--- config.mk ---
export PLATFORM = sky130hd
export DESIGN_NAME = ip_decoder_top
export DESIGN_NICKNAME = d
export VERILOG_FILES = /design/src/ip_decoder_pkg.sv /design/src/ip_header_capture.sv /design/src/udp_rx.sv /design/src/ip_rx_ctrl.sv /design/src/ip_decoder_top.sv
export SDC_FILE = /design/constraint.sdc
export NUM_CORES = 1
export LEC_CHECK = 0
export BUFFER_PORTS_ARGS = -buffer_cell sky130_fd_sc_hd__buf_2
export CAP_MARGIN = 20
export CORE_ASPECT_RATIO = 2
export CORE_MARGIN = 5
export CORE_UTILIZATION = 25
export DETAILED_ROUTE_END_ITERATION = 7
export MAX_ROUTING_LAYER = met4
export PLACE_DENSITY = 0.46
export SLEW_MARGIN = 20
export SYNTH_ARGS = -nofsm -noshare
export SYNTH_HDL_FRONTEND = slang
export SYNTH_SLANG_ARGS = --single-unit
export TNS_END_PERCENT = 50
--- constraint.sdc ---
create_clock -name CLK -period 15.7 [get_ports CLK]
set_clock_uncertainty 0.2 [all_clocks]
set_input_delay 1.57 -clock CLK [delete_from_list [all_inputs] [get_ports CLK]]
set_output_delay 1.57 -clock CLK [all_outputs]
set_load 0.005 [all_outputs]
--- src/ip_decoder_pkg.sv ---
package ip_decoder_pkg;

	////////////////////////////////////////
	// Basic widths
	////////////////////////////////////////
	typedef logic [7:0]  byte_t;
	typedef logic [31:0] ipv4_addr_t;
	typedef logic [15:0] udp_port_t;
	typedef logic [7:0]  ip_proto_t;
	typedef logic [4:0]  hdr_idx_t;

	localparam int IPV4_HDR_BYTES = 20;
	localparam int UDP_HDR_BYTES  = 8;

	localparam ip_proto_t PROTO_UDP = 8'd17;

	////////////////////////////////////////
	// Header layouts, first wire byte at the MSB
	////////////////////////////////////////
	typedef struct packed {
		logic [3:0]  version;
		logic [3:0]  hdr_len;      // In 32-bit words
		logic [7:0]  service;
		logic [15:0] total_len;
		logic [15:0] ident;
		logic [2:0]  flags;
		logic [12:0] frag_offset;  // In 8-byte units
		logic [7:0]  ttl;
		ip_proto_t   protocol;
		logic [15:0] checksum;
		ipv4_addr_t  src_addr;
		ipv4_addr_t  dst_addr;
	} ipv4_header_t;

	typedef struct packed {
		udp_port_t   src_port;
		udp_port_t   dst_port;
		logic [15:0] length;
		logic [15:0] checksum;
	} udp_header_t;

	// Packet classification reported with ip_done
	typedef enum logic [1:0] {
		msg_unsupported = 2'b00,
		msg_udp         = 2'b10
	} msg_type_t;

endpackage

--- src/ip_header_capture.sv ---
`timescale 1ns/1ps

module ip_header_capture (
	input  logic                         CLK,
	input  logic                         RST,
	input  logic                         hdr_wr,
	input  ip_decoder_pkg::hdr_idx_t     hdr_idx,
	input  ip_decoder_pkg::byte_t        in_data,
	output ip_decoder_pkg::ipv4_header_t hdr
);
	import ip_decoder_pkg::*;

	// One header byte per write, steered to its field
	always_ff @(posedge CLK or posedge RST) begin
		if (RST) begin
			hdr <= '0;
		end else if (hdr_wr) begin
			case (hdr_idx)
				5'd0: begin
					hdr.version <= in_data[7:4];
					hdr.hdr_len <= in_data[3:0];
				end
				5'd1:  hdr.service          <= in_data;
				5'd2:  hdr.total_len[15:8]  <= in_data;
				5'd3:  hdr.total_len[7:0]   <= in_data;
				5'd4:  hdr.ident[15:8]      <= in_data;
				5'd5:  hdr.ident[7:0]       <= in_data;
				// Flags share a byte with the top of the offset
				5'd6: begin
					hdr.flags              <= in_data[7:5];
					hdr.frag_offset[12:8]  <= in_data[4:0];
				end
				5'd7:  hdr.frag_offset[7:0] <= in_data;
				5'd8:  hdr.ttl              <= in_data;
				5'd9:  hdr.protocol         <= in_data;
				5'd10: hdr.checksum[15:8]   <= in_data;
				5'd11: hdr.checksum[7:0]    <= in_data;
				5'd12: hdr.src_addr[31:24]  <= in_data;
				5'd13: hdr.src_addr[23:16]  <= in_data;
				5'd14: hdr.src_addr[15:8]   <= in_data;
				5'd15: hdr.src_addr[7:0]    <= in_data;
				5'd16: hdr.dst_addr[31:24]  <= in_data;
				5'd17: hdr.dst_addr[23:16]  <= in_data;
				5'd18: hdr.dst_addr[15:8]   <= in_data;
				5'd19: hdr.dst_addr[7:0]    <= in_data;
				default: ;
			endcase
		end
	end

endmodule

--- src/udp_rx.sv ---
`timescale 1ns/1ps

module udp_rx #(
	parameter ip_decoder_pkg::udp_port_t LOCAL_UDP_PORT = 16'h0001
) (
	input  logic                        CLK,
	input  logic                        RST,

	input  logic                        udp_en,
	input  ip_decoder_pkg::byte_t       in_data,
	input  logic                        in_data_vld,

	output ip_decoder_pkg::udp_header_t udp_header,
	output ip_decoder_pkg::byte_t       udp_data,
	output logic                        udp_data_vld,
	output logic                        udp_done
);
	import ip_decoder_pkg::*;

	localparam int CNT_W   = $clog2(UDP_HDR_BYTES + 1);
	localparam int SHIFT_W = 8 * (UDP_HDR_BYTES - 1);

	logic [CNT_W-1:0]   byte_cnt;
	logic [SHIFT_W-1:0] hdr_shift;
	udp_header_t        hdr_next;
	logic               hdr_byte;
	logic               hdr_last;
	logic               port_ok;
	logic               fwd;

	////////////////////////////////////////
	// UDP header collection
	////////////////////////////////////////
	assign hdr_byte = udp_en && in_data_vld && (byte_cnt != CNT_W'(UDP_HDR_BYTES));
	assign hdr_last = hdr_byte && (byte_cnt == CNT_W'(UDP_HDR_BYTES - 1));
	assign hdr_next = {hdr_shift, in_data};

	// Payload only after a full header with our port
	assign fwd = udp_en && in_data_vld && (byte_cnt == CNT_W'(UDP_HDR_BYTES)) && port_ok;

	always_ff @(posedge CLK or posedge RST) begin
		if (RST) begin
			byte_cnt     <= '0;
			port_ok      <= 1'b0;
			udp_header   <= '0;
			udp_data_vld <= 1'b0;
			udp_done     <= 1'b0;
		end else begin
			if (!udp_en)
				byte_cnt <= '0;
			else if (hdr_byte)
				byte_cnt <= byte_cnt + 1'b1;

			if (hdr_last) begin
				udp_header <= hdr_next;
				port_ok    <= (hdr_next.dst_port == LOCAL_UDP_PORT);
			end else if (!udp_en) begin
				port_ok    <= 1'b0;
			end

			udp_data_vld <= fwd;

			// End of stream, single pulse
			udp_done <= udp_en && !in_data_vld && !udp_done;
		end
	end

	////////////////////////////////////////
	// Datapath
	////////////////////////////////////////
	always_ff @(posedge CLK) begin
		if (hdr_byte)
			hdr_shift <= {hdr_shift[SHIFT_W-9:0], in_data};
		if (fwd)
			udp_data <= in_data;
	end

endmodule

--- src/ip_rx_ctrl.sv ---
`timescale 1ns/1ps

module ip_rx_ctrl #(
	parameter ip_decoder_pkg::ipv4_addr_t LOCAL_IP_ADDR  = 32'hC0A8_0001,
	parameter int                         UDP_WAIT_LIMIT = 2000
) (
	input  logic                         CLK,
	input  logic                         RST,

	input  logic                         ip_en,
	input  logic                         in_data_vld,
	input  ip_decoder_pkg::ipv4_header_t hdr,
	input  logic                         udp_done,

	output logic                         hdr_wr,
	output ip_decoder_pkg::hdr_idx_t     hdr_idx,
	output logic                         udp_en,
	output ip_decoder_pkg::ipv4_header_t ip_header,
	output ip_decoder_pkg::msg_type_t    ip_type,
	output logic                         ip_done
);
	import ip_decoder_pkg::*;

	localparam int WAIT_W = $clog2(UDP_WAIT_LIMIT + 1);

	typedef enum logic [2:0] {
		st_idle,
		st_header,
		st_check,
		st_udp,
		st_drain,
		st_done
	} state_t;

	state_t            state;
	state_t            next_state;
	hdr_idx_t          byte_cnt;
	logic [WAIT_W-1:0] wait_cnt;
	logic              accept;
	logic              last_hdr_byte;
	logic              wait_expired;

	////////////////////////////////////////
	// Header byte strobes
	////////////////////////////////////////
	// First byte is taken straight from idle so no header byte is lost
	assign hdr_wr  = in_data_vld && ((state == st_idle && ip_en) || state == st_header);
	assign hdr_idx = (state == st_header) ? byte_cnt : '0;

	assign last_hdr_byte = (byte_cnt == hdr_idx_t'(IPV4_HDR_BYTES - 1));

	always_ff @(posedge CLK or posedge RST) begin
		if (RST) begin
			byte_cnt <= '0;
		end else if (hdr_wr) begin
			byte_cnt <= hdr_idx + 1'b1;
		end else if (state == st_idle) begin
			byte_cnt <= '0;
		end
	end

	////////////////////////////////////////
	// Address and protocol check
	////////////////////////////////////////
	assign accept = (hdr.dst_addr == LOCAL_IP_ADDR) && (hdr.protocol == PROTO_UDP);

	// UDP stage starts in the check cycle, the first UDP byte is already on the bus
	assign udp_en  = (state == st_check && accept) || state == st_udp;
	assign ip_done = (state == st_done);

	// Watchdog on the UDP stage
	assign wait_expired = (wait_cnt == WAIT_W'(UDP_WAIT_LIMIT - 1));

	always_ff @(posedge CLK or posedge RST) begin
		if (RST) begin
			wait_cnt <= '0;
		end else if (state == st_udp) begin
			wait_cnt <= wait_cnt + 1'b1;
		end else begin
			wait_cnt <= '0;
		end
	end

	////////////////////////////////////////
	// Packet FSM
	////////////////////////////////////////
	always_comb begin
		next_state = state;
		case (state)
			st_idle: begin
				if (ip_en && in_data_vld)
					next_state = st_header;
			end
			st_header: begin
				if (!in_data_vld)
					next_state = st_done;        // Truncated header
				else if (last_hdr_byte)
					next_state = st_check;
			end
			st_check: begin
				if (accept)
					next_state = st_udp;
				else if (in_data_vld)
					next_state = st_drain;
				else
					next_state = st_done;
			end
			st_udp: begin
				if (udp_done || wait_expired)
					next_state = st_done;
			end
			st_drain: begin
				if (!in_data_vld)
					next_state = st_done;
			end
			st_done:  next_state = st_idle;
			default:  next_state = st_idle;
		endcase
	end

	always_ff @(posedge CLK or posedge RST) begin
		if (RST) begin
			state     <= st_idle;
			ip_header <= '0;
			ip_type   <= msg_unsupported;
		end else begin
			state <= next_state;
			if (state == st_check) begin
				if (accept) begin
					ip_header <= hdr;
					ip_type   <= msg_udp;
				end else begin
					ip_type   <= msg_unsupported;
				end
			end else if (state == st_udp && !udp_done && wait_expired) begin
				ip_type <= msg_unsupported;
			end else if (state == st_header && !in_data_vld) begin
				ip_type <= msg_unsupported;
			end
		end
	end

endmodule

--- src/ip_decoder_top.sv ---
`timescale 1ns/1ps

module ip_decoder_top #(
	parameter ip_decoder_pkg::ipv4_addr_t LOCAL_IP_ADDR  = 32'hC0A8_0001,
	parameter ip_decoder_pkg::udp_port_t  LOCAL_UDP_PORT = 16'h0001,
	parameter int                         UDP_WAIT_LIMIT = 2000
) (
	input  logic                         CLK,
	input  logic                         RST,

	input  ip_decoder_pkg::byte_t        in_data,
	input  logic                         in_data_vld,
	input  logic                         ip_en,

	output ip_decoder_pkg::ipv4_header_t ip_header,
	output ip_decoder_pkg::msg_type_t    ip_type,
	output logic                         ip_done,

	output ip_decoder_pkg::udp_header_t  udp_header,
	output ip_decoder_pkg::byte_t        udp_data,
	output logic                         udp_data_vld
);
	import ip_decoder_pkg::*;

	logic         hdr_wr;
	hdr_idx_t     hdr_idx;
	ipv4_header_t hdr;
	logic         udp_en;
	logic         udp_done;

	ip_rx_ctrl #(
		.LOCAL_IP_ADDR  (LOCAL_IP_ADDR),
		.UDP_WAIT_LIMIT (UDP_WAIT_LIMIT)
	) i_ip_rx_ctrl (
		.CLK         (CLK),
		.RST         (RST),
		.ip_en       (ip_en),
		.in_data_vld (in_data_vld),
		.hdr         (hdr),
		.udp_done    (udp_done),
		.hdr_wr      (hdr_wr),
		.hdr_idx     (hdr_idx),
		.udp_en      (udp_en),
		.ip_header   (ip_header),
		.ip_type     (ip_type),
		.ip_done     (ip_done)
	);

	ip_header_capture i_ip_header_capture (
		.CLK     (CLK),
		.RST     (RST),
		.hdr_wr  (hdr_wr),
		.hdr_idx (hdr_idx),
		.in_data (in_data),
		.hdr     (hdr)
	);

	udp_rx #(
		.LOCAL_UDP_PORT (LOCAL_UDP_PORT)
	) i_udp_rx (
		.CLK          (CLK),
		.RST          (RST),
		.udp_en       (udp_en),
		.in_data      (in_data),
		.in_data_vld  (in_data_vld),
		.udp_header   (udp_header),
		.udp_data     (udp_data),
		.udp_data_vld (udp_data_vld),
		.udp_done     (udp_done)
	);

endmodule

==> flow_summary_export.csv <==
group,metric,value,unit
grt,grt_overflow,0,
flow_run,drv_cap,0,
timing,fmax,245,MHz
logic_synthesis,synth_area_leaders,"dfrtp_1 (58%), mux2_2 (22%), edfxtp_1 (11%)",
cts,cts_setup_buffers,0,
timing,setup_tns,0,ns
logic_synthesis,ys_top_cells_by_count,"dfrtp_1 (411), mux2_2 (345), edfxtp_1 (64)",
timing,finalCritPeriodShare,0.260,
cts,cts_buffers,47,
layout,finish.utilization,0.305,
floorplan,dieArea,76900,um2
place,port_buffers,246,
layout,fin_cells,2293,
layout,synthToLayoutAreaGrowth,21.1,%
timing,setup_ws,11.61,ns
timing,hold_viol_final,0,
floorplan,num_io_pins,248,
route,wire_per_inst,20.0,um
timing,rsz0062_at_grt,"no",
timing,slew_violations,0,
logic_synthesis,ys_types,48,
place,dp_hpwl,28.2,mm
route,drtIter0Drc,289,
layout,diodes,0,
cts,hold_buffers,0,
logic_synthesis,ys_seq_elements,475,
place,dp.cells,2209,
setup_path,crit_arrival,4.53,ns
setup_path,crit_required,16.14,ns
logic_synthesis,synth_warnings,0,
hold_path,hold_class,"reg2reg",
outcome,outcome,"complete, no violations",
pwr,total_power,2650,uW
logic_synthesis,synth_cells,1096,
setup_path,cp-end-kind,"async pin",
logic_synthesis,synth_area_per_cell,16.2,um2
route,dr.pass1.iters,4,
grt,grt_pass1_vias,10900,
cts,cts_tree,"built",
timing,slew_headroom,0.309,
cts,insertion_delay,0.59,ns
floorplan,num_rows,138,
setup_path,crit_type,"in2async",
floorplan,die_w,199,um
cts,cts_root_buffer,"clkbuf_16",
logic_synthesis,async_reset_ff_frac,0.865,
setup_path,rrSetupSlack,12.28,ns
logic_synthesis,synth_edf_count,64,
logic_synthesis,synth_area_leader_cell,"dfrtp_1",
cts,clk_pin_slew_worst_paths,0.06,ns
cts,cts.repair.resized,0,
route,viasPerCell,4.30,
logic_synthesis,syn_nets,1116,
floorplan,initial_utilization,0.252,
place,gp_congestion,0.713,
place,post-place-ws,10.82,ns
logic_synthesis,yosys.cell_count.top_type,"dfrtp_1",
logic_synthesis,netlist_area,17800,um2
timing,worst_slew_pin_slew,1.03,ns
cts,clk_path_buf_depth,3,
pwr,power_per_cell_area,123,nW/um2
setup_path,path_max_fanout,99,
cts,cts.sinks,475,
route,wl,45.9,mm
layout,layout.nets,1368,
grt,grt_max_degree,164,
grt,grt_pass1_wl,69.8,mm
logic_synthesis,yosys.area.top_type_share,0.578,
route,drtAntennaViolNets,0,
pwr,p_leak,0.0108,uW
pwr,ir_drop,0.000102,V
timing,setup_viol,0,
floorplan,core,70600,um2
cts,htreeDepth,2,
logic_synthesis,synthFlopType,"dfrtp_1",
layout,fill_cells,7115,
layout,drive_above_1_share,0.513,
grt,grt_use_total,0.122,
route,drc_errors,0,
logic_synthesis,yosysSeqAreaShare,0.686,
timing,fin_crit,4.09,ns
route,vias,9864,
setup_path,start_kind,"input port",
grt,antenna_found_initial,3,
floorplan,dieHeight,387,um
metrics by stage:
| step | instance area [um2] | hold WS (ns) |
|---|---|---|
| after global routing | 21600 | 0.251 |
| after global placement | 20000 | 0.225 |
| after detailed placement | 20000 | 0.231 |
| final | 21600 | 0.234 |
| after CTS | 21600 | 0.247 |
| after floorplan | 17800 | 0.222 |
metal layers:
| layer | global-route usage | wire, um |
|---|---|---|
| met3 | 0.0231 | 2350 |
| met1 | 0.140 | 18400 |
| met4 | 0.0347 | 1020 |
| met5 | - | 0 |
| met2 | 0.215 | 24100 |
state kept, by name (all words and copies together), names as in the netlist, 3 cells and up:
register                 count
i_udp_rx.udp_header         64
i_udp_rx.udp_data            8
i_ip_rx_ctrl.state           3
i_ip_rx_ctrl.ip_header     160
i_ip_header_capture.hdr    160
i_udp_rx.hdr_shift          56
i_ip_rx_ctrl.wait_cnt       11
i_udp_rx.byte_cnt            4
i_ip_rx_ctrl.byte_cnt        5
area by class of cell:
cell class                 count  area, um2  share of cell area
sequential                   475      12200               0.566
multi-input combinational    562       5330               0.247
clock buffer                  62       1330              0.0619
timing repair buffer         254       1300              0.0605
tap                          910       1140              0.0528
clock inverter                22        206             0.00958
inverter                       8       37.5             0.00174
cell usage in the layout (no fill, tap or decap), drive strengths merged, types with 2 or more instances in the layout:
cell	n
a21oi	9
a31oi	2
and2b	2
and3	4
buf	254
bufinv	3
clkbuf	62
clkinv	15
clkinvlp	2
dfrtp	411
edfxtp	64
ha	8
inv	10
mux2	346
nand2	30
nand2b	2
nand3	8
nand3b	3
nand4	7
nor2	39
nor2b	34
nor3	8
nor3b	3
nor4	8
nor4b	7
nor4bb	2
o21ai	7
or2	9
or3b	2
xnor2	6
xor2	5
worst max-delay path, stage by stage:
cell and delay (ns):
buf_2 0.14, inv_8 0.48, buf_4 0.72, buf_4 0.78, buf_4 0.67
report_power, final:
| part | total, uW | internal (uW) | switching [uW] |
|---|---|---|---|
| clock | 1140 | 648 | 496 |
| combinational | 164 | 59.5 | 105 |
| sequential | 1340 | 1300 | 39.9 |
| total | 2650 | 2010 | 641 |
kinds of logic after synthesis:
logic type / Yosys count / share of synthesized area
other: 1 / 0.000211
XOR/XNOR: 11 / 0.00541
flip-flops: 475 / 0.686
adder cells (fa/ha/maj): 8 / 0.00563
AND/OR/NAND/NOR: 169 / 0.0574
buffers and inverters: 59 / 0.0162
AO/OA/AOI/OAI: 27 / 0.0101
multiplexers: 346 / 0.219
worst paths after layout:
kind | cells past startpoint | start | endpoint
setup / recovery | 5 | RST | i_ip_header_capture.hdr[49]
hold / removal | 0 | i_udp_rx.hdr_shift[2] | i_udp_rx.hdr_shift[10]
setup reg to reg | 4 | i_ip_rx_ctrl.state[0] | i_udp_rx.udp_data[3]
hold reg to reg | 0 | i_udp_rx.hdr_shift[2] | i_udp_rx.hdr_shift[10]
max in group CLK | 2 | i_ip_rx_ctrl.state[0] | ip_done
min in group asynchronous | 2 | RST | i_ip_rx_ctrl.ip_header[24]
Power figures use the tool's default switching activity.
